**config.mk**
```make
export PLATFORM = sky130hd
export DESIGN_NAME = cache_ctrl
export DESIGN_NICKNAME = d
export VERILOG_FILES = /design/src/dcache_pkg.sv /design/src/cache_ctrl.sv
export SDC_FILE = /design/constraint.sdc
export NUM_CORES = 1
export LEC_CHECK = 0
export BUFFER_PORTS_ARGS = -buffer_cell sky130_fd_sc_hd__buf_2
export CORE_AREA = 5 5 689 691
export CTS_CLUSTER_DIAMETER = 150
export DETAILED_ROUTE_END_ITERATION = 8
export DIE_AREA = 0 0 694 696
export GPL_TIMING_DRIVEN = 0
export PLACE_DENSITY_LB_ADDON = 0.25
export SYNTH_ARGS = -nofsm -noshare
export SYNTH_HDL_FRONTEND = slang
export SYNTH_SLANG_ARGS = --single-unit
```
**constraint.sdc**
```tcl
create_clock -name clk -period 3.9 [get_ports clk]
set_clock_uncertainty 0.1 [all_clocks]
set_input_delay 0.39 -clock clk [delete_from_list [all_inputs] [get_ports clk]]
set_output_delay 0.39 -clock clk [all_outputs]
set_load 0.05 [all_outputs]
```
**src/dcache_pkg.sv**
```systemverilog
`default_nettype none

package dcache_pkg;

    // cache geometry
    localparam int ADDR_W         = 32;
    localparam int WORD_W         = 32;
    localparam int WORDS_PER_LINE = 8;
    localparam int OFFSET_W       = 5;
    localparam int WORD_SEL_W     = 3;
    localparam int INDEX_W        = 7;
    localparam int NUM_SETS       = 1 << INDEX_W;
    localparam int TAG_W          = ADDR_W - INDEX_W - OFFSET_W;

    typedef logic [WORD_W-1:0] word_t;
    // word 0 in the low bits
    typedef logic [WORDS_PER_LINE-1:0][WORD_W-1:0] line_t;
    typedef logic [TAG_W-1:0] tag_t;
    typedef logic [WORD_W/8-1:0] wsel_t;

    typedef struct packed {
        logic              we;
        wsel_t             wsel;
        logic [ADDR_W-1:0] addr;
        word_t             wdata;
    } cpu_req_t;

    typedef struct packed {
        logic              ren;
        logic [ADDR_W-1:0] addr;
    } mem_rd_t;

    typedef struct packed {
        logic              wen;
        logic [ADDR_W-1:0] addr;
        line_t             line;
    } mem_wr_t;

    //////////////////////////////////////////////////
    // address fields
    //////////////////////////////////////////////////

    function automatic tag_t addr_tag(input logic [ADDR_W-1:0] addr);
        return addr[ADDR_W-1 -: TAG_W];
    endfunction

    function automatic logic [INDEX_W-1:0] addr_index(input logic [ADDR_W-1:0] addr);
        return addr[OFFSET_W +: INDEX_W];
    endfunction

    // bits 4 to 2
    function automatic logic [WORD_SEL_W-1:0] addr_word(input logic [ADDR_W-1:0] addr);
        return addr[OFFSET_W-1 -: WORD_SEL_W];
    endfunction

    // line-aligned address from tag and set
    function automatic logic [ADDR_W-1:0] line_addr(
        input tag_t               tag,
        input logic [INDEX_W-1:0] index
    );
        return {tag, index, {OFFSET_W{1'b0}}};
    endfunction

endpackage

`default_nettype wire
```
**src/cache_ctrl.sv**
```systemverilog
`timescale 1ns/1ns
`default_nettype none

module cache_ctrl (
    input  wire logic                           clk,
    input  wire logic                           rst,
    input  wire logic                           cpu_valid_i,
    input  wire dcache_pkg::cpu_req_t           cpu_req_i,
    input  wire logic                           hit_i,
    input  wire logic                           hit_way_i,
    input  wire logic                           victim_way_i,
    input  wire logic                           victim_dirty_i,
    input  wire dcache_pkg::tag_t               victim_tag_i,
    input  wire dcache_pkg::line_t              victim_line_i,
    input  wire dcache_pkg::line_t              merged_line_i,
    input  wire logic                           mem_rvalid_i,
    input  wire logic                           mem_bvalid_i,
    input  wire dcache_pkg::line_t              mem_rdata_i,
    output logic                                cpu_ready_o,
    output logic                                cpu_done_o,
    output dcache_pkg::cpu_req_t                req_o,
    output logic [dcache_pkg::INDEX_W-1:0]      ram_index_o,
    output logic [1:0]                          tag_we_o,
    output logic [1:0]                          data_we_o,
    output dcache_pkg::line_t                   ram_wline_o,
    output dcache_pkg::line_t                   merge_base_o,
    output logic                                tracker_update_o,
    output logic                                fill_o,
    output dcache_pkg::mem_rd_t                 mem_rd_o,
    output dcache_pkg::mem_wr_t                 mem_wr_o
);

    import dcache_pkg::*;

    typedef enum logic [1:0] {
        IDLE,
        COMPARE,
        WRITEBACK,
        REFILL
    } state_t;

    state_t state_q;
    state_t state_d;
    logic   accept;
    logic   hit_done;
    logic   fill_done;

    //////////////////////////////////////////////////
    // state machine
    //////////////////////////////////////////////////

    assign cpu_ready_o = (state_q == IDLE);
    assign accept      = cpu_valid_i && cpu_ready_o;
    assign hit_done    = (state_q == COMPARE) && hit_i;
    assign fill_done   = (state_q == REFILL) && mem_rvalid_i;

    always_comb begin
        state_d = state_q;
        case (state_q)
            IDLE: begin
                if (accept) begin
                    state_d = COMPARE;
                end
            end
            COMPARE: begin
                if (hit_i) begin
                    state_d = IDLE;
                end else if (victim_dirty_i) begin
                    state_d = WRITEBACK;
                end else begin
                    state_d = REFILL;
                end
            end
            // victim goes out before the refill read
            WRITEBACK: begin
                if (mem_bvalid_i) begin
                    state_d = REFILL;
                end
            end
            REFILL: begin
                if (mem_rvalid_i) begin
                    state_d = IDLE;
                end
            end
            default: begin
                state_d = IDLE;
            end
        endcase
    end

    always_ff @(posedge clk) begin
        if (rst) begin
            state_q <= IDLE;
        end else begin
            state_q <= state_d;
        end
    end

    // request held for the whole miss
    always_ff @(posedge clk) begin
        if (accept) begin
            req_o <= cpu_req_i;
        end
    end

    //////////////////////////////////////////////////
    // ram and tracker control
    //////////////////////////////////////////////////

    // lookup starts on the accept edge
    assign ram_index_o = (state_q == IDLE) ? addr_index(cpu_req_i.addr)
                                           : addr_index(req_o.addr);

    assign merge_base_o = (state_q == REFILL) ? mem_rdata_i : victim_line_i;
    assign ram_wline_o  = merged_line_i;

    assign tag_we_o  = fill_done ? (2'b01 << victim_way_i) : 2'b00;
    assign data_we_o = (hit_done && req_o.we) ? (2'b01 << hit_way_i) : tag_we_o;

    assign tracker_update_o = hit_done || fill_done;
    assign fill_o           = fill_done;

    //////////////////////////////////////////////////
    // memory handshakes
    //////////////////////////////////////////////////

    assign mem_rd_o.ren  = (state_q == REFILL);
    assign mem_rd_o.addr = line_addr(addr_tag(req_o.addr), addr_index(req_o.addr));

    // victim tag and line stay on the ram outputs until the fill
    assign mem_wr_o.wen  = (state_q == WRITEBACK);
    assign mem_wr_o.addr = line_addr(victim_tag_i, addr_index(req_o.addr));
    assign mem_wr_o.line = victim_line_i;

    // one done per accepted request
    assign cpu_done_o = hit_done || fill_done;

endmodule

`default_nettype wire

```
== Yosys cells after proc, flatten, opt, wreduce, memory -nomap -nowiden ==
Index checks and enable logic that the tools add are counted.
Storage, ports and cells
  word-level logic and storage cells: 30
  memories: 0
  output and inout port bits: 918
  RAM bits: 0
  memory bits (read-only): 0
  latch bits: 0
  register bits after elaboration: 71
  input bits: 866
Cells by class
  add/subtract/negate cells: 0
  shift operators: 2
  $mul: 0
  equality and inequality tests: 6
  bitwise operators: 0
  mux-type cells: 10
  divide/modulo/power cells: 0
  $lt $le $gt $ge: 0
  reductions and logical operators: 7
Operators with widths (count)
  two-way mux 256 bit: 1
  two-way mux 2 bit: 6
  one-hot mux 2 bit (4 select lines): 1
  two-way mux 7 bit: 1
  equality test 2 bit (second input constant): 2
  logical AND 1 bit: 4
  inequality test 2 bit (second input constant): 2
  << shifter 1 x 1 -> 2 bit (first input constant): 2
  AND reduction 3 bit: 1
  equality test 2 x 1 -> 1 bit (second input constant): 1
  zero test 2 bit: 1
  inequality test 2 x 1 -> 1 bit (second input constant): 1
  logical OR 1 bit: 1
  two-way mux 1 bit: 1

== Longest topological paths before layout ==
Gate-level depths: netlist (run 1).
  depth after elaboration: 4
  mapped depth: 6
  gate-level depth less buffers: 3

== Worst setup path after synthesis (run 1) ==
No wires, ideal clock.
  path type: register -> register
  start: register with a tool-made name
  end: register req_o (netlist bit mem_rd_o[10]) (enable)
  clock period less this slack: 3.386 ns
  setup time: 0.434 ns
  arrival: 2.852 ns
  cell stages (with the launch flop): 4
  required time: 3.366 ns
  path slack: 0.514 ns
  buffers on the path: 1
  cell sequence: dfxtp_1 clkbuf_1 nor2_2 and2_1
RTL lines
  to (signal assigned): RTL line cache_ctrl.sv:102  | req_o <= cpu_req_i;
  to (decl): RTL line cache_ctrl.sv:21  | output dcache_pkg::cpu_req_t req_o,

==> metrics.txt, run 1 <==
share of cells above drive strength 1 95.8%; DRC 0; Area contributors post-synth buf_4 41%, mux2_4 29%, edfxtp_1 20%; #FFs+latches synth 71; Required @ worst endpoint 3410 ps; Worst EP arrival 2820 ps; Worst slew margin 22.5%; clk sinks 71; wire per inst 35.6 um; Yosys top cell by area buf_4; most frequent cells in the layout 1,500 x buf_2, 577 x buf_4, 202 x mux2_4; Die H 696 um; Iteration-0 DRC Markers 825; WL final 314,000 um; Max VDD drop 0.312 mV; Warnings, synthesis 0; final setup vio count 0; RSZ-0062 raised after global routing no; CTS max path bufs 2; Setup WS post-layout 586 ps; Final ANT Viol Nets 0; row count 252; commonest non-fill, non-tap cell in the layout buf_2; Tcrit/Tclk final 85.0%; Startpoint Class flop; Syn Std Cell Area 10,600 um2; Max Clock Freq 302 MHz; GRT overflow 0; first-pass GRT wire length 341,000 um; Pleak 11.4 nW; DPL Wire Length 305,000 um; worst skew pair latency 390 ps; Post-Place Worst Slack 776 ps; Final Util 5.66%; H-tree levels 3; Syn Area/Cell 11.0 um2; FILL cells 55.8k; DIE AREA 483,000 um2; Unique masters post-synth 27; reg2reg setup slack 920 ps; number of global-route vias before repair 13.8k; Cell Pwr Density 252 nW/um2; fin nets 3,353; Num CTS Buffers 9; min cycle time layout 3310 ps; Worst Max-Slew Pin Slew 1160 ps; Worst Hold Class primary input to flop; status completed; GRT Total Usage 12.3%; post-cts resize count 0; CORE AREA 469,000 um2; routed vias/inst 1.73; die width 694 um; initial antenna violation count 388; Ports 1,784; Synth Instances 966; CTS root buf clkbuf_16; Max Slew Vio Count 0; largest net degree at the start of global routing 41; Final Hold Fails 0; Seq/Total Area, Yosys 19.9%; Crit Reg-Reg Endpoint mem_rd_o[17]; starting density of the core 2.27%; area growth from synthesis to layout 150%; CP Capture Type output port; CP endpoint merge_base_o[216]; GPL Wtd Cong 1.01; IO buf count 1,497; R2R depth 4; via count 15.2k; kind of critical path flop to output port; postcts setup bufs 0; critical path startpoint state_q[0]; DR pass1 iterations 4; Max-Cap Viols 0; CP Max Fanout 10; Tot Pwr 0.00669 W; post-synth top area share 40.8%; TritonCTS clock tree built; clock transition at the registers of the reported paths 90 ps
[final cells by class]
type / instances / area (um2) / share of cell area, %
flip-flops and latches: 71 / 2110 / 7.97
inverters: 3 / 11.3 / 0.0425
multi-input cells: 293 / 3880 / 14.6
clock buffers: 9 / 225 / 0.850
well taps: 6223 / 7790 / 29.4
repair buffers: 1501 / 7550 / 28.5
plain buffers: 608 / 4650 / 17.6
clock inverters: 7 / 48.8 / 0.184
diodes: 96 / 240 / 0.906
[metrics by stage]
step           area, um2  setup TNS, ps  hold WS [ps]  cells
4_1_cts            26300              0         0.221   8715
6_report           26500              0          51.1   8811
5_1_grt            26400              0          20.6   8760
3_3_place_gp       25900        -115890           458   8695
3_5_place_dp       26000              0           458   8696
2_1_floorplan      10700              0           363    975
[report_power, final]
part / switching (W) / internal (W)
Combinational: 0.00363 / 0.00122
Sequential: 0.0000474 / 0.000914
Clock: 0.000453 / 0.000432
Total: 0.00413 / 0.00257
[cells in the mapped netlist]
library cell and instances:
mux2_2 61, nor2_2 1, nor3_1 1, dfxtp_1 2, nor2_1 2, and2_4 1, buf_2 3, edfxtp_1 69
a21boi_0 1, buf_6 27, nand2_1 1, o21bai_1 1, nand4b_1 1, a21oi_1 1, clkbuf_1 1, o22ai_1 1
conb_1 1, buf_4 577, and2_1 1, nor2b_1 2, a211oi_1 2, nand2b_1 1, inv_1 3, mux2_4 202
o21ai_0 1, and3_1 1, nand3_1 1
[cell families (layout without fill, tap and decap cells)]
logic type / Yosys count / after routing / synth area share [%]
muxes: 263 / 263 / 35.0
DFF: 71 / 71 / 19.9
other: 1 / 106 / 0.0353
and+or+nand+nor: 13 / 13 / 0.718
AOI/OAI and AO/OA: 7 / 7 / 0.436
buffers and inverters: 611 / 2128 / 43.9
[worst max-delay path, cell delays in order, from the launching register on]
cell and delay (ps):
dfxtp_1 320, buf_6 130, and2_4 140, buf_6 280
buf_6 310, buf_6 320, mux2_4 220, buf_2 470
[timing repair]
| action | in CTS | in global routing |
|---|---|---|
| endpoints found under the setup margin | 0 | 0 |
| hold buffers | 3 | 0 |
| hold endpoints to repair | 3 | 0 |
[worst min-delay path by stage]
stage | startpoint | endpoint | cells after the start
global placement | state_q[0] | state_q[0] | 2
global route | cpu_req_i[11] | req_o[11] | 1
CTS | cpu_req_i[29] | req_o[29] | 1
floorplan | rst | state_q[0] | 1
finish | cpu_req_i[29] | req_o[29] | 1
detailed placement | state_q[0] | state_q[0] | 2
[state kept, by name, summed over array words and instances (netlist names), named ones only]
name      cells
req_o        42
state_q       1
mem_rd_o     27
[metal layers]
metal  GRT usage [%]  part of all wire [%]  wire length, um
met5           0.190                  0.49             1550
met4            1.41                   2.5             7700
met3            12.3                    22            67600
met2            18.6                    41           130000
met1            12.4                    34           107000
Note: power is estimated with default switching activity, not from simulation.
==> run 2: changes to the inputs <==
clock period = 3.05 ns   (was 3.9 ns; I/O delays follow)
==> run 2 against run 1 <==
First-iteration DRC count fell by 5.1%. Critical path depth did not move. Cell area rose by 3.0%. Sequential share of layout area fell by 0.23 points. Global-route usage rose by 0.056 points. Sequential power rose by 26%. Register-to-register slack got worse by 410 ps. Clock-buffer cell count did not move. Via count rose by 2.1%.
==> metrics.txt, run 2 (synthesized netlist as in run 1, its figures left out) <==
worst skew pair latency 390 ps; DPL Wire Length 305,000 um; Worst slew margin 52.2%; Worst Max-Slew Pin Slew 722 ps; wire per inst 35.5 um; Max Clock Freq 345 MHz; via count 15.5k; Required @ worst endpoint 2640 ps; DR pass1 iterations 4; GPL Wtd Cong 1.11; Crit Reg-Reg Endpoint req_o[67]; IO buf count 1,497; TritonCTS clock tree built; kind of critical path flop to output port; Endpoint, Worst Hold req_o[32]; Iteration-0 DRC Markers 783; CP Max Fanout 10; Largest register FFs 42; CTS max path bufs 2; Worst Hold Class primary input to flop; Max Slew Vio Count 0; GRT Total Usage 12.4%; Num CTS Buffers 9; hold depth 1; worst hold slack 145 ps; min cycle time layout 2900 ps; Max VDD drop 0.381 mV; Pleak 11.7 nW; CP Capture Type output port; most frequent cells in the layout 1,455 x buf_2, 618 x buf_4, 202 x mux2_4; WL final 315,000 um; CTS root buf clkbuf_16; commonest non-fill, non-tap cell in the layout buf_2; number of global-route vias before repair 14.2k; DRC 0; clock transition at the registers of the reported paths 70 ps; Die H 696 um; Post-Place Worst Slack -156 ps; Tcrit/Tclk final 95.1%; Setup WS post-layout 151 ps; reg2reg setup slack 510 ps; Worst EP arrival 2490 ps; GRT overflow 0; largest net degree at the start of global routing 40; Max-Cap Viols 0; clk sinks 71; Ports 1,784; H-tree levels 3; CORE AREA 469,000 um2; area growth from synthesis to layout 157%; Startpoint Class flop; routed vias/inst 1.75; Final Hold Fails 0; R2R depth 4; Most flops, register req_o; Final ANT Viol Nets 0; final setup vio count 0; row count 252; DIE AREA 483,000 um2; initial antenna violation count 396; Hold Startpoint cpu_req_i[32]; share of cells above drive strength 1 93.3%; die width 694 um; status completed; starting density of the core 2.27%; fin nets 3,419; RSZ-0062 raised after global routing yes; first-pass GRT wire length 343,000 um; Cell Pwr Density 318 nW/um2
## run 2: changes by cell type in the layout (fill, tap and decap cells not counted), moves of 2 or more
cell	previous run	this run
diode_2	96	92
inv_6	1	3
buf_2	1500	1455
clkinv_2	3	0
buf_8	0	2
dlygate4sd3_1	3	69
buf_4	577	618
## run 2: through the flow
step / util (%) / setup TNS [ps] / instance area (um2) / std cells / power (W)
2_1_floorplan: - / 0 / 10700 / 975 / 0.00499
3_3_place_gp: 5.54 / -70500 / 25900 / 8695 / 0.00757
3_5_place_dp: 5.54 / -3970 / 26000 / 8696 / 0.00756
4_1_cts: 5.78 / -15.9 / 27100 / 8781 / 0.00895
5_1_grt: 5.80 / -22.7 / 27200 / 8827 / 0.00907
6_report: 5.83 / 0 / 27300 / 8873 / 0.00868
## run 2: cell type report
type                            count  area [um2]
Buffer                            608        4670
Multi-Input combinational cell    293        3890
Timing Repair Buffer             1567        8330
Fill cell                       55700      441000
Clock buffer                        9         225
Tap cell                         6223        7790
Sequential cell                    71        2110
Clock inverter                      7        61.3
Inverter                            3        11.3
Antenna cell                       92         230
## run 2: worst max-delay path by stage
| stage | start | to | slack [ps] |
|---|---|---|---|
| floorplan | flop | mem_rd_o[10] | 380 |
| global placement | flop | req_o[27] | -1050 |
| detailed placement | flop | req_o[27] | -160 |
| CTS | state_q[0] | merge_base_o[144] | -10 |
| global route | state_q[0] | merge_base_o[144] | -9 |
| finish | state_q[0] | merge_base_o[47] | 150 |
## run 2: per-layer routing
layer	part of all wire, %	vias to the layer above	track usage [%]
li1	-	5934	-
met1	33	6736	12.2
met2	41	1799	18.3
met3	22	801	12.6
met4	3.0	246	2.32
met5	0.62	-	0.510
## run 2: report_power, final
| part | internal (W) | switching, W | total [W] | leakage, nW |
|---|---|---|---|---|
| logic | 0.00164 | 0.00464 | 0.00628 | 10.9 |
| registers | 0.00117 | 0.0000432 | 0.00121 | 0.673 |
| clock network | 0.000569 | 0.000622 | 0.00119 | 0.136 |
| total | 0.00338 | 0.00530 | 0.00868 | 11.7 |
## run 2: repair_timing
item                                    CTS  global route
setup buffers                             0             0
endpoints found under the setup margin   82             8
pin swaps                                 0             0
hold buffers                             69             0
resized for setup                        50             2
endpoints found under the hold margin    70             0
## run 2: worst max-delay path: stages, from the launching register on
cell and delay [ps]:
dfxtp_1 320, buf_6 140, and2_4 150, buf_6 210, buf_8 250, buf_6 260, mux2_4 190, buf_2 480
==> run 3: changes to the inputs <==
MAX_ROUTING_LAYER = met4   (was unset)
REMOVE_ABC_BUFFERS = 1   (was unset)
==> run 3 against run 2 <==
Fmax about the same. Via count is 5.5% lower. Setup slack worse by 2.2 ps. Critical path depth is 1 higher. Combinational power shrank 25%.
==> metrics.txt, run 3 (synthesized netlist as in run 1, its figures left out) <==
status completed; Iteration-0 DRC Markers 1,503; dpl cell area 20,100 um2; worst skew pair latency 380 ps; first-pass GRT wire length 458,000 um; clock transition at the registers of the reported paths 70 ps; Pleak 7.90 nW; Most flops, register req_o; DIE AREA 483,000 um2; min cycle time layout 2900 ps; switch share 59.3%; row count 252; Largest register FFs 42; Flop pwr share 16.7%; fin nets 2,563; kind of critical path flop to output port; die width 694 um; Post-Place Worst Slack -802 ps; initial antenna violation count 399; Cell Pwr Density 323 nW/um2; logic gate share of total power 65.2%; wire per inst 52.3 um; Final Hold Fails 0; WL final 433,000 um; DPL Wire Length 398,000 um; Design Area, Final 22,300 um2; Hold Startpoint mem_rvalid_i; Setup WS post-layout 149 ps; clock power share 18.2%; CORE AREA 469,000 um2; TritonCTS clock tree built; share of cells above drive strength 1 90.0%; CP Capture Type output port; number of global-route vias before repair 11.4k; Ports 1,784; GPL Wtd Cong 0.927; Startpoint Class flop; Max-Cap Viols 0; cell internal pwr 0.00294 W; Worst Hold Class primary input to flop; post-route insts no fill 8,266; Worst slew margin 48.1%; area growth from synthesis to layout 110%; Worst EP arrival 2500 ps; Required @ worst endpoint 2640 ps; final setup vio count 0; commonest non-fill, non-tap cell in the layout buf_2; switching power 0.00427 W; most frequent cells in the layout 1,220 x buf_2, 202 x mux2_4, 70 x dlygate4sd3_1; starting density of the core 2.27%; routed vias/inst 1.77; Final ANT Viol Nets 0; Max VDD drop 0.233 mV; DRC 0; TNS Setup 0 ps; Max Slew Vio Count 0; H-tree levels 3; Die H 696 um; GRT Total Usage 17.7%; GRT overflow 0; CTS root buf clkbuf_16; IO buf count 1,221; Num CTS Buffers 9; clk sinks 71; largest net degree at the start of global routing 50; RSZ-0062 raised after global routing no; via count 14.7k; Max Clock Freq 345 MHz; Worst Max-Slew Pin Slew 784 ps; CP Max Fanout 12; DR pass1 iterations 5; Post-Place Cells 7,819; Tcrit/Tclk final 95.1%; Final Util 4.77%; CTS max path bufs 2
-- run 3: changes by cell type in the layout (fill, tap and decap cells not counted), moves of 2 or more --
cell / change
buf_16: +9
buf_2: -235
buf_4: -606
buf_6: -28
buf_8: -2
bufbuf_16: +5
bufinv_16: +2
dfxtp_1: -2
dfxtp_4: +2
diode_2: +249
-- run 3: metal layers --
metal	GRT usage, %	vias up	part of all wire [%]
li1	-	4550	-
met4	0.862	0	1.0
met1	18.3	6721	37
met3	20.8	433	25
met2	22.2	2964	36
met5	-	-	0
-- run 3: cell type report --
class	instances	area (um2)
Fill cell	55800	446000
Inverter	3	11.3
Clock inverter	6	93.8
Sequential cell	71	2120
Multi-Input combinational cell	294	3890
Tap cell	6223	7790
Antenna cell	341	853
Clock buffer	10	229
Timing Repair Buffer	1318	7350
-- run 3: worst max-delay path, cell delays in order, from the launching register on --
cell	delay (ps)
dfxtp_4	350
and2_4	170
buf_16	160
buf_16	180
buf_16	150
buf_16	160
buf_4	160
mux2_2	220
buf_2	440
-- run 3: worst paths after layout --
path                       endpoint  slack, ps  cells past startpoint
setup / recovery  merge_base_o[245]        150                      8
hold / removal           state_q[0]        150                      4
setup reg to reg          req_o[16]        760                      4
hold reg to reg          state_q[0]        550                      2
-- run 3: power by group through the flow --
stage	Sequential, W	Clock, W	Combinational (W)
finish	0.00120	0.00131	0.00470
global route	0.00121	0.00142	0.00489
CTS	0.00120	0.00142	0.00495
detailed placement	0.00123	0	0.00477
global placement	0.00124	0	0.00481
floorplan	0.00160	0	0.00145
-- run 3: what timing repair did --
action                                 in CTS  in global routing
buffers inserted                           12                  0
endpoints found under the hold margin      71                  0
hold buffers                               70                  0
resized for setup                           7                  1
gates cloned                                8                  0
pin swaps                                   1                  0
setup endpoints to repair                 216                  1
-- run 3: per-stage QoR --
| step | power, W | hold WS (ps) |
|---|---|---|
| global placement | 0.00605 | 382 |
| finish | 0.00721 | 149 |
| global route | 0.00752 | 158 |
| detailed placement | 0.00600 | 383 |
| CTS | 0.00757 | 113 |
| floorplan | 0.00305 | 278 |
