File: src/dcache_pkg.sv
`default_nettype none

package dcache_pkg;

    // cache geometry
    localparam int ADDR_W         = 32;
    localparam int WORD_W         = 32;
    localparam int WORDS_PER_LINE = 8;
    localparam int OFFSET_W       = 5;
    localparam int WORD_SEL_W     = 3;
    localparam int INDEX_W        = 7;
    localparam int NUM_SETS       = 1 << INDEX_W;
    localparam int TAG_W          = ADDR_W - INDEX_W - OFFSET_W;

    typedef logic [WORD_W-1:0] word_t;
    // word 0 in the low bits
    typedef logic [WORDS_PER_LINE-1:0][WORD_W-1:0] line_t;
    typedef logic [TAG_W-1:0] tag_t;
    typedef logic [WORD_W/8-1:0] wsel_t;

    typedef struct packed {
        logic              we;
        wsel_t             wsel;
        logic [ADDR_W-1:0] addr;
        word_t             wdata;
    } cpu_req_t;

    typedef struct packed {
        logic              ren;
        logic [ADDR_W-1:0] addr;
    } mem_rd_t;

    typedef struct packed {
        logic              wen;
        logic [ADDR_W-1:0] addr;
        line_t             line;
    } mem_wr_t;

    //////////////////////////////////////////////////
    // address fields
    //////////////////////////////////////////////////

    function automatic tag_t addr_tag(input logic [ADDR_W-1:0] addr);
        return addr[ADDR_W-1 -: TAG_W];
    endfunction

    function automatic logic [INDEX_W-1:0] addr_index(input logic [ADDR_W-1:0] addr);
        return addr[OFFSET_W +: INDEX_W];
    endfunction

    // bits 4 to 2
    function automatic logic [WORD_SEL_W-1:0] addr_word(input logic [ADDR_W-1:0] addr);
        return addr[OFFSET_W-1 -: WORD_SEL_W];
    endfunction

    // line-aligned address from tag and set
    function automatic logic [ADDR_W-1:0] line_addr(
        input tag_t               tag,
        input logic [INDEX_W-1:0] index
    );
        return {tag, index, {OFFSET_W{1'b0}}};
    endfunction

endpackage

`default_nettype wire
File: src/line_merge.sv
`timescale 1ns/1ns
`default_nettype none

module line_merge (
    input  wire dcache_pkg::line_t                 base_i,
    input  wire logic [dcache_pkg::WORD_SEL_W-1:0] word_sel_i,
    input  wire dcache_pkg::wsel_t                 wsel_i,
    input  wire dcache_pkg::word_t                 wdata_i,
    input  wire logic                              we_i,
    output dcache_pkg::line_t                      line_o,
    output dcache_pkg::word_t                      word_o
);

    import dcache_pkg::*;

    word_t base_word;
    word_t new_word;

    assign base_word = base_i[word_sel_i];

    // byte lanes picked by wsel
    always_comb begin
        new_word = base_word;
        for (int b = 0; b < WORD_W / 8; b++) begin
            if (wsel_i[b]) begin
                new_word[b*8 +: 8] = wdata_i[b*8 +: 8];
            end
        end
    end

    // only the addressed word changes
    always_comb begin
        line_o = base_i;
        if (we_i) begin
            line_o[word_sel_i] = new_word;
        end
    end

    // read data comes from the result line
    assign word_o = line_o[word_sel_i];

endmodule

`default_nettype wire

File: config.mk
export PLATFORM = sky130hd
export DESIGN_NAME = line_merge
export DESIGN_NICKNAME = d
export VERILOG_FILES = /design/src/dcache_pkg.sv /design/src/line_merge.sv
export SDC_FILE = /design/constraint.sdc
export NUM_CORES = 1
export LEC_CHECK = 0
export BUFFER_PORTS_ARGS = -buffer_cell sky130_fd_sc_hd__buf_2
export CAP_MARGIN = 25
export CORE_AREA = 3 3 227 229
export DETAILED_ROUTE_END_ITERATION = 10
export DIE_AREA = 0 0 230 232
export GPL_TIMING_DRIVEN = 0
export MAX_ROUTING_LAYER = met4
export PLACE_DENSITY = 0.36
export REMOVE_ABC_BUFFERS = 1
export SLEW_MARGIN = 20
export SYNTH_ARGS = -nofsm -noshare
export SYNTH_HDL_FRONTEND = slang
export SYNTH_SLANG_ARGS = --single-unit
File: constraint.sdc
create_clock -name vclk -period 3.9
set_input_delay 1.17 -clock vclk [all_inputs]
set_output_delay 1.17 -clock vclk [all_outputs]
set_load 0.01 [all_outputs]
Word-level counts from Yosys, hierarchy flattened
Cells that the tools add are included.
{ "totals": {"reg_bits": 0, "out_inout_bits": 288, "word_cells": 15, "in_bits": 296} }
{ "classes": {"order_cmp": 2, "muxes": 12, "reduce_logical": 1} }
{ "op_table": {"columns": ["cell", "n"], "rows": [
  ["bitwise mux 256 bit", 1],
  ["two-way mux 256 bit", 1],
  ["binary-select mux 32 bit (select 3 bit)", 2],
  ["demux 32 bit (select 3 bit)", 1],
  ["two-way mux 32 bit", 3],
  ["two-way mux 8 bit", 4],
  ["< comparator 3 x 4 -> 1 bit (second input constant)", 1],
  [">= comparator 3 x 1 -> 1 bit (second input constant)", 1],
  ["logical AND 1 bit", 1]
]} }

Logic depth before layout (Yosys ltp)
Gate-level depths: netlist of the first run.
{ "logic_depth": {"ltp_word": 8, "mapped_depth": 9, "ltp_nobuf": 5} }

Worst setup path after synthesis of the first run
No wires, ideal clock.
{ "synth_timing": {"path_kind": "input-to-output", "start": "input word_sel_i[0] (netlist bit)", "end": "output word_o[20]", "t_required_ps": 2730, "n_path_buf": 2, "t_arrival_ps": 2628, "slack_ps": 102, "stages": 7, "cell_sequence": "buf_6 > buf_2 > mux2_2 > a222oi_1 > a31oi_1 > nand2_1 > o211ai_2"} }
{ "synth_lines": {"columns": ["item", "line_no", "text"], "rows": [
  ["from (decl)", "line_merge.sv:6", "input wire logic [dcache_pkg::WORD_SEL_W-1:0] word_sel_i,"],
  ["to (decl)", "line_merge.sv:11", "output dcache_pkg::word_t word_o"]
]} }

Final worst setup path of the first run
{ "layout_timing": {"start": "input word_sel_i[0] (netlist bit)", "end": "output word_o[13]"} }
{ "layout_via": {"elab_chain_cells": 8, "elab_cells_between_ends": 12, "cone_classes": "order compare: 2; mux: 9; reduce/logical: 1"} }
{ "layout_lines": {"columns": ["item", "line_no", "text"], "rows": [
  ["< comparator 3 x 4 -> 1 bit (implied by the code) / >= comparator 3 x 1 -> 1 bit (equally long branches)", "line_merge.sv:35", "line_o[word_sel_i] = new_word;"],
  ["logical AND 1 bit (implied by the code)", "line_merge.sv:35", null],
  ["two-way mux 32 bit (implied by the code)", "line_merge.sv:35", null],
  ["demux 32 bit (select 3 bit)", "line_merge.sv:35", null],
  ["bitwise mux 256 bit", "line_merge.sv:35", null],
  ["two-way mux 256 bit", "line_merge.sv:34", "if (we_i) begin"],
  ["binary-select mux 32 bit (select 3 bit) *", "line_merge.sv:40", "assign word_o = line_o[word_sel_i];"],
  ["two-way mux 32 bit (implied by the code) *", "line_merge.sv:40", null]
]} }
Every way passes the cells marked *; elsewhere a longest branch is shown, timed or not. The select of a mux whose other input is x is not followed.

==> results of run 1 <==
-- cell families after synthesis --
family	synth area share (%)
simple gates	24.2
compound gates	48.3
mux	19.3
buf+inv	8.15
-- worst paths after layout --
check,start,end,slack (ns),cells after the start
worst min-delay path,base_i[184],line_o[184],2.64,4
worst max-delay path,word_sel_i[0],word_o[13],-0.13,8
-- cells in the final DEF (no fill, tap or decap), drive strengths merged, types with 2 or more instances in the layout --
cell type,netlist,final
mux2i,11,11
o22ai,12,19
a222oi,14,14
o221ai,11,11
diode,0,2
or3,2,2
o211ai,19,19
and2b,3,4
nor2b,2,2
inv,5,2
a31oi,2,2
nand3,14,18
o21ai,309,321
bufbuf,0,8
nand2b,6,6
a2bb2oi,2,2
nor4b,3,3
a22o,10,10
or4b,1,2
a211oi,9,9
clkbuf,59,2
clkinvlp,0,3
a21oi,24,24
nor2,20,20
o2111ai,4,4
mux4,7,7
nand2,311,314
buf,47,783
a221oi,3,3
a22oi,67,67
mux2,84,84
-- per-layer routing --
| layer | up-vias | part of all wire (%) | GRT usage (%) |
|---|---|---|---|
| met3 | 144 | 7.1 | 3.39 |
| met1 | 6160 | 40 | 29.3 |
| met2 | 733 | 49 | 43.4 |
| li1 | 5515 | - | - |
| met5 | - | 0 | - |
| met4 | 0 | 4.1 | 8.26 |
-- report_power, final --
group | internal, mW | switching, mW
clock network | 0.0000000687 | 0
logic | 0.922 | 1.19
registers | 0 | 0
total | 0.922 | 1.19
-- cell usage after synthesis, types with 2 or more instances --
cell,instances
a221oi_1,3
a22o_1,10
buf_1,4
a22oi_1,67
mux4_2,7
buf_2,35
mux2_1,2
nand3_1,14
o21ai_1,31
o221ai_1,11
a222oi_1,14
o2111ai_1,4
a211oi_1,9
o21ai_0,263
and2b_1,3
o21ai_2,15
buf_6,5
a21oi_1,24
o211ai_1,18
buf_4,3
nand2b_1,6
o22ai_2,12
nor2b_1,2
mux2_2,81
a31oi_1,2
mux2i_1,11
nor2_1,19
nand2_1,310
inv_1,5
or3_1,2
clkbuf_1,59
a2bb2oi_1,2
-- cell type report --
class                           instances  share of cell area [%]
Multi-Input combinational cell        987                    52.2
Inverter                                6                   0.321
Tap cell                              672                    5.82
Antenna cell                            2                  0.0347
Timing Repair Buffer                  793                    41.6
-- stage by stage --
stage | cells | setup slack, ns | cell area (sq um)
after floorplan | 965 | -0.740 | 5800
after global placement | 2221 | -5.71 | 9570
after detailed placement | 2243 | -1.63 | 10100
after CTS | 2419 | -0.0995 | 13400
after global routing | 2460 | -0.190 | 14400
final | 2460 | -0.126 | 14400
-- repair_timing --
| item | CTS | global route |
|---|---|---|
| resized for setup | 390 | 247 |
| setup buffers | 129 | 38 |
| setup endpoints to repair | 288 | 272 |
| gates cloned | 48 | 3 |
| pin swaps | 139 | 163 |
==> results by group, run 1 <==
Synthesis
  • Fraction of synthesized cell area taken by the top area cell type: 20.9%
  • Yosys cell types: 50
  • Top cells by area, synth: o21ai_0 21%, nand2_1 18%, mux2_2 14%, a22oi_1 8.0%, clkbuf_1 3.5%
  • Yosys warnings: 0
  • Synth Instances: between 1000 and 1500
  • Post-synthesis cell area: 0.00629 sq mm
  • Register area share after synthesis: 0%
  • Mean Syn Cell Area: roughly 6 sq um
  • Leading area contributor after synthesis: o21ai_0

STA
  • Final Hold Violating Endpoints: 0
  • Worst-margin pin slew: 0.598 ns
  • Setup ws final: -0.126 ns
  • Setup tns final: -6.75 ns
  • Hold slack: 2.64 ns
  • RSZ-0062 raised after global routing: yes
  • Slew Limit Headroom: 60.1%
  • Final setup fails: ~140
  • Fmax: ~0.25 GHz
  • Pins Over Slew Limit: 0
  • Clock period minus worst slack: between 4 and 5 ns
  • Part of the cycle the worst path needs: 103%

Layout
  • # fillers: between 5000 and 6000
  • Layout area overhead: 129%
  • NumNets Final: roughly 2100
  • Sequential cell area: 0 sq um
  • Clock Buffer Count: 0
  • Multi-input gate area: 0.00754 sq mm
  • Sequential cells: 0
  • End-of-flow core utilization: about 29%
  • Share of cells above drive strength 1: between 60 and 70%

Drt
  • Via density: 5.10
  • # DRC: 0
  • Routed len/inst: approximately 28 microns
  • Initial DRT Pass Iterations: 7
  • Post-Route WL: 69900 microns
  • Via count: 12552
  • Antenna viol nets, final: 0
  • Iteration-0 DRC count of the detailed router: 921

Critical path
  • Critical Path End Type: primary output
  • Critical Path Max Stage Delay: between 0.3 and 0.4 ns
  • CP max-delay cell: mux2_4
  • Arr. time, crit path: 2.86 ns
  • Startpoint class of the critical path: input port
  • Critical path class: input port to primary output
  • Crit-path cells: buf_16, buf_16, mux2_4, a2111oi_4, o211ai_1, nand2_2, o211ai_1, buf_2
  • CP Buf/Inv Count: 3
  • Worst-path maximum fanout: 8
  • Worst path required time: 2.73 ns
  • Family with the most delay on the worst path: compound AO/OA/AOI/OAI gates

Global route
  • Largest net degree at the start of global routing: 39
  • Initial antenna violation count: 3
  • Vias in the first global route: 12576
  • Gr ovfl total: 0
  • Gr usage total: 24.8%
  • First-pass GRT wire length: 94100 microns

Clock network
  • CTS Hold Bufs: 0

Floorplan
  • Die Y: 232 microns
  • Row cnt: 82
  • Core area: 0.0499 sq mm
  • Starting Density: about an eighth
  • DIE WIDTH: 230 microns
  • Ports: 584
  • Die area: 0.0534 sq mm

Flow run
  • Max_cap viols: 0

Run status
  • Status: finished with violations
  • Failing checks: negative setup slack

Power
  • Tot Pwr: 2.12 mW
  • P_leak: 6.82 nW
  • Worst VDD drop: roughly 51 uV
  • Pwr Density: between 100 and 150 mW/mm^2

Placed design
  • GPL Wtd Cong: 0.918
  • Buffers on Ports: 584
  • Post-DP HPWL: 42500 microns

Worst hold path
  • Hold Crit Class: input port to primary output
No activity file was read; power rests on OpenSTA's default activity.
==> run 2, diff against run 1 <==
ABC_AREA = 1   (was unset)
CORE_AREA = 3 3 225 227   (was 3 3 227 229)
DIE_AREA = 0 0 228 230   (was 0 0 230 232)
PLACE_DENSITY = 0.44   (was 0.36)
==> run 2 against run 1 <==
  * The run still ends with negative setup slack left
  * Non-clock buffer count decreased by 18
  * Fmax decreased by 2.3%
  * Area after synthesis increased by 55%
  * Power increased by 14%
  * Via count increased by 46%
  * Cell area increased by 27%
  * Hold slack improved by 0.020 ns
  * Critical endpoint unchanged
  * Largest cell class unchanged
==> results by group, run 2 <==
Run status
  • Status: finished with violations
  • Failing checks: negative setup slack

Power
  • Worst VDD drop: 60.3 uV (+17%)
  • Pwr Density: 131 mW/mm^2 (-11%)
  • P_leak: 10.4 nW (+53%)

Synthesis
  • Top cells by area, synth: nand2_1 36%, nand3_1 30%, inv_1 9.6%, nor2_1 6.2%, clkbuf_1 3.7%
  • Register area share after synthesis: 0% (unchanged)
  • Synth Instances: 2277 (+110%)
  • Fraction of synthesized cell area taken by the top area cell type: 36.0% (+15 points)
  • Post-synth top cells: 936 x nand2_1, 575 x nand3_1, 249 x inv_1
  • Leading area contributor after synthesis: nand2_1
  • Yosys warnings: 0 (unchanged)
  • Count leader, synth: nand2_1
  • Mean Syn Cell Area: 4.28 sq um (-27%)
  • Yosys cell types: 18 (-64%)
  • Post-synthesis cell area: 0.00975 sq mm (+55%)

Floorplan
  • DIE WIDTH: 228 microns (-0.87%)
  • Core area: 0.0488 sq mm (-2.0%)
  • Ports: 584 (unchanged)
  • Row cnt: 81 (-1.2%)
  • Die area: 0.0524 sq mm (-1.7%)
  • Die Y: 230 microns (-0.86%)
  • Starting Density: 20.0% (+7.3 points)

Drt
  • Initial DRT Pass Iterations: 6 (-1)
  • Post-Route WL: 84600 microns (+21%)
  • Iteration-0 DRC count of the detailed router: 1738 (+89%)
  • Met2 Routed Length: 39200 microns (+14%)
  • Antenna viol nets, final: 0 (unchanged)
  • DR top layer: met4
  • Routed len/inst: 23.7 microns (-17%)
  • # DRC: 0 (unchanged)
  • Via count: 18326 (+46%)
  • WL met3: 8860 microns (+79%)
  • Via density: 5.13 (+0.52%)
  • Met1 wire length: 32200 microns (+16%)

Placed design
  • Post-DP HPWL: 51200 microns (+21%)
  • Setup WS pre-CTS: -2.06 ns (-0.433 ns)
  • Buffers on Ports: 584 (unchanged)
  • Placed insts: 3386 (+51%)
  • GPL Wtd Cong: 0.976 (+6.3%)

Global route
  • First-pass GRT wire length: 114000 microns (+21%)
  • Initial antenna violation count: 13 (+10)
  • Gr ovfl total: 0 (unchanged)
  • Vias in the first global route: 16812 (+34%)
  • Largest net degree at the start of global routing: 49 (+26%)
  • Gr usage total: 29.5% (+4.7 points)

STA
  • Slew Limit Headroom: 67.8% (+7.7 points)
  • Fmax: 0.243 GHz (-2.3%)
  • Final Hold Violating Endpoints: 0 (unchanged)
  • Part of the cycle the worst path needs: 106% (+2.4 points)
  • Clock period minus worst slack: 4.12 ns (+0.0942 ns)
  • Setup tns final: -5.19 ns (+1.56 ns)
  • Worst-margin pin slew: 0.482 ns (-0.115 ns)
  • Final setup fails: 46 (-67%)
  • RSZ-0062 raised after global routing: yes
  • Pins Over Slew Limit: 0 (unchanged)
  • Setup ws final: -0.221 ns (-0.0942 ns)

Worst hold path
  • Hold Crit Class: input port to primary output

Flow run
  • Max_cap viols: 0 (unchanged)

Layout
  • Layout area overhead: 88.2%
  • Sequential cell area: 0 sq um (unchanged)
  • Final cell count without fillers: 3573 (+45%)
  • Clock Buffer Count: 0 (unchanged)
  • NumNets Final: 3194 (+53%)
  • End-of-flow core utilization: 37.6% (+8.6 points)
  • Sequential cells: 0 (unchanged)
  • Commonest non-fill, non-tap cell in the layout: nand2_1
  • # fillers: 5586 (-0.25%)
  • Most frequent cells in the layout: 838 x nand2_1, 539 x buf_2, 436 x nand3_1, 230 x inv_1, 124 x nand3_2
  • Share of cells above drive strength 1: 43.7% (-22 points)

Critical path
  • Arr. time, crit path: 2.95 ns (+0.09 ns)
  • Worst path required time: 2.73 ns (about the same)
  • Critical Path End Type: primary output
  • Critical Path Max Stage Delay: 0.18 ns (-0.17 ns)
  • CP max-delay cell: buf_16
  • Worst-path maximum fanout: 8 (unchanged)
  • Startpoint class of the critical path: input port
  • Critical path class: input port to primary output
  • Crit-path cells: buf_12, nor2_4, buf_6, buf_16, buf_12, nand2_8, o21ai_4, inv_2, nand2_4, nand3_2, nand3_2, nand2_1, nor2_1, nor2_1, nand2_1, buf_2

Clock network
  • CTS Hold Bufs: 0 (unchanged)
-- run 2: path summary, 6_finish.rpt --
kind / start / endpoint / depth (start not counted)
worst max-delay path: word_sel_i[1] / word_o[13] / 16
worst min-delay path: base_i[105] / line_o[105] / 4
-- run 2: cell type report --
type | count | area (sq um) | area share, %
Multi-Input combinational cell | 1835 | 10000 | 54.7
Tap cell | 664 | 831 | 4.53
Inverter | 283 | 1250 | 6.79
Timing Repair inverter | 3 | 33.8 | 0.184
Timing Repair Buffer | 775 | 6170 | 33.6
Antenna cell | 13 | 32.5 | 0.177
-- run 2: worst max-delay path: cells and delay by family --
| kind | cells | cell delay (ns) |
|---|---|---|
| buf+inv | 6 | 0.75 |
| compound gates | 1 | 0.16 |
| simple gates | 9 | 0.84 |
-- run 2: logic make-up after synthesis --
family | Yosys count | share of synthesized area, %
and+or+nand+nor | 1754 | 77.1
buffers and inverters | 447 | 18.2
AOI/OAI and AO/OA | 76 | 4.72
-- run 2: timing repair --
| item | CTS | global route |
|---|---|---|
| cloned | 29 | 14 |
| gates resized for setup | 318 | 371 |
| pin swaps | 91 | 166 |
| buffers inserted | 93 | 50 |
| setup endpoints to repair | 288 | 121 |
-- run 2: per-layer routing --
layer / global-route usage, % / vias up
met2: 48.9 / 1233
met4: 12.2 / 0
met5: - / -
met3: 6.29 / 254
li1: - / 8386
met1: 34.6 / 8453
-- run 2: metrics by stage --
| stage | hold WS, ns | power, mW | area (sq um) |
|---|---|---|---|
| global route | 2.68 | 2.55 | 18300 |
| floorplan | 2.47 | 0.889 | 9040 |
| finish | 2.66 | 2.40 | 18300 |
| detailed placement | 2.66 | 1.69 | 13400 |
| CTS | 2.66 | 2.09 | 16100 |
| global placement | 2.67 | 1.67 | 12800 |
-- run 2: report_power, final --
part	internal (mW)	switching, mW
clock	0.000000448	0
sequential	0	0
combinational	0.960	1.44
==> run 3, diff against run 2 <==
BUFFER_PORTS_ARGS = -buffer_cell sky130_fd_sc_hd__buf_4   (was -buffer_cell sky130_fd_sc_hd__buf_2)
PLACE_DENSITY = 0.47   (was 0.44)
==> run 3 against run 2 <==
  * The run still ends with negative setup slack left
  * Non-clock buffer count is 5 higher
  * Final cell count is 0.22% higher
  * Combinational power is 14% higher
  * Core utilization is 4.5 points higher
  * Fmax is 3.1% lower
==> results by group, run 3 (synthesis gave the netlist of run 2 again) <==
Drt
  • Iteration-0 DRC count of the detailed router: 1905 (+9.6%)
  • Post-Route WL: 92700 microns (+9.6%)
  • Antenna viol nets, final: 0 (unchanged)
  • Routed len/inst: 25.9 microns (+9.4%)
  • Initial DRT Pass Iterations: 8 (+2)
  • Via count: 18576 (+1.4%)
  • # DRC: 0 (unchanged)
  • Via density: 5.19 (+1.1%)

Critical path
  • Arr. time, crit path: 3.08 ns (+0.13 ns)
  • Worst path required time: 2.73 ns (about the same)
  • Worst-path maximum fanout: 8 (unchanged)
  • Startpoint class of the critical path: input port
  • Critical Path End Type: primary output
  • Critical path class: input port to primary output

Placed design
  • Placed insts: 3388 (+0.059%)
  • GPL Wtd Cong: 0.932 (-4.5%)
  • Post-DP HPWL: 54600 microns (+6.5%)
  • Cell Area, Placed: 0.0150 sq mm (+11%)
  • Buffers on Ports: 584 (unchanged)

STA
  • Final Hold Violating Endpoints: 0 (unchanged)
  • RSZ-0062 raised after global routing: yes
  • Pins Over Slew Limit: 0 (unchanged)
  • Part of the cycle the worst path needs: 109% (+3.3 points)
  • Worst-margin pin slew: 0.765 ns (+0.282 ns)
  • Clock period minus worst slack: 4.25 ns (+0.130 ns)
  • Final setup fails: 76 (+65%)
  • Fmax: 0.235 GHz (-3.1%)
  • Slew Limit Headroom: 49.0% (-19 points)
  • Setup ws final: -0.351 ns (-0.130 ns)

Layout
  • End-of-flow core utilization: 42.1% (+4.5 points)
  • Share of cells above drive strength 1: 47.8% (+4.2 points)
  • Sequential cell area: 0 sq um (unchanged)
  • Sequential cells: 0 (unchanged)
  • Finished Cell Area: 0.0206 sq mm (+12%)
  • Layout area overhead: 111%
  • NumNets Final: 3206 (+0.38%)
  • Most frequent cells in the layout: 747 x nand2_1, 575 x buf_4, 406 x nand3_1, 241 x inv_1
  • # fillers: 5306 (-5.0%)
  • Clock Buffer Count: 0 (unchanged)
  • Final cell count without fillers: 3581 (+0.22%)
  • Commonest non-fill, non-tap cell in the layout: nand2_1

Run status
  • Failing checks: negative setup slack
  • Status: finished with violations

Floorplan
  • Core area: 0.0488 sq mm (unchanged)
  • Row cnt: 81 (unchanged)
  • Die area: 0.0524 sq mm (unchanged)
  • Ports: 584 (unchanged)
  • DIE WIDTH: 228 microns (unchanged)
  • Die Y: 230 microns (unchanged)
  • Starting Density: 20.0% (unchanged)

Power
  • Worst VDD drop: 48.9 uV (-19%)
  • Combinational power share: 100.0% (about the same)
  • Power share of the clock group: 0% (unchanged)
  • Psw: 1.54 mW (+6.7%)
  • Pint: 1.19 mW (+24%)
  • Sw Share: 56.4% (-3.7 points)
  • Seq pwr share: 0% (unchanged)
  • Tot Pwr: 2.73 mW (+14%)
  • P_leak: 11.1 nW (+6.7%)
  • Pwr Density: 133 mW/mm^2 (+1.4%)

Global route
  • Gr ovfl total: 0 (unchanged)
  • Gr usage total: 32.6% (+3.2 points)
  • Largest net degree at the start of global routing: 59 (+20%)
  • Initial antenna violation count: 9 (-4)
  • Vias in the first global route: 17090 (+1.7%)
  • First-pass GRT wire length: 124000 microns (+9.0%)

Worst hold path
  • Hold Crit Class: input port to primary output

Flow run
  • Max_cap viols: 0 (unchanged)
[run 3: cell types whose count changed in the layout (fill, tap and decap cells not counted), moves of 18 or more]
cell | previous run | this run
nand2_4 | 57 | 75
buf_4 | 87 | 575
buf_6 | 56 | 114
nand3_1 | 436 | 406
nand2_1 | 838 | 747
buf_2 | 539 | 0
nand2_2 | 66 | 140
[run 3: path summary, 6_finish.rpt]
path	start	to	slack, ns	depth (start not counted)
max	word_sel_i[0]	word_o[17]	-0.35	17
min	base_i[219]	line_o[219]	2.66	4
[run 3: through the flow]
step                      TNS [ns]  hold slack (ns)  worst slack (ns)
final                       -11.84             2.66            -0.351
after detailed placement   -472.86             2.66             -2.74
after floorplan            -606.21             2.47             -3.08
after CTS                    -9.72             2.66            -0.285
after global routing        -17.76             2.67            -0.409
after global placement    -2150.86             2.66             -8.98
[run 3: worst max-delay path, stage by stage]
cell	delay [ns]
buf_16	0.12
buf_16	0.15
clkinv_16	0.09
buf_16	0.16
nand2_8	0.08
nor2_4	0.12
buf_12	0.11
buf_12	0.12
buf_16	0.15
buf_16	0.20
nand3_4	0.10
nand3_2	0.08
nand3_2	0.07
nand2_2	0.07
clkinv_2	0.05
nand2_2	0.08
buf_6	0.11
[run 3: power by group through the flow]
stage	combinational, mW	sequential (mW)	clock (mW)
finish	2.73	0	0.000000312
global route	2.89	0	0.000000276
CTS	2.33	0	0
detailed placement	1.96	0	0
global placement	1.92	0	0
floorplan	0.889	0	0
[run 3: what timing repair did]
| item | in CTS | in global routing |
|---|---|---|
| hold buffers | 0 | 0 |
| pin swaps | 72 | 223 |
| resized for setup | 275 | 605 |
| endpoints found under the setup margin | 288 | 252 |
| setup buffers | 88 | 60 |
| gates cloned | 34 | 11 |
[run 3: final cells by class]
class                      count  area [sq um]  share of cell area (%)
multi-input combinational   1834         10600                    51.6
inverter                     283          1240                    6.03
antenna                        9          22.5                   0.110
timing repair inverter        11           125                   0.609
tap                          664           831                    4.04
timing repair buffer         780          7740                    37.7
[run 3: routing by layer]
metal	vias to the layer above	global-route usage, %	share of wire [%]
li1	8406	-	-
met1	8789	39.3	39
met2	1140	54.9	47
met3	241	6.24	9.4
met4	0	10.6	4.9
met5	-	-	0
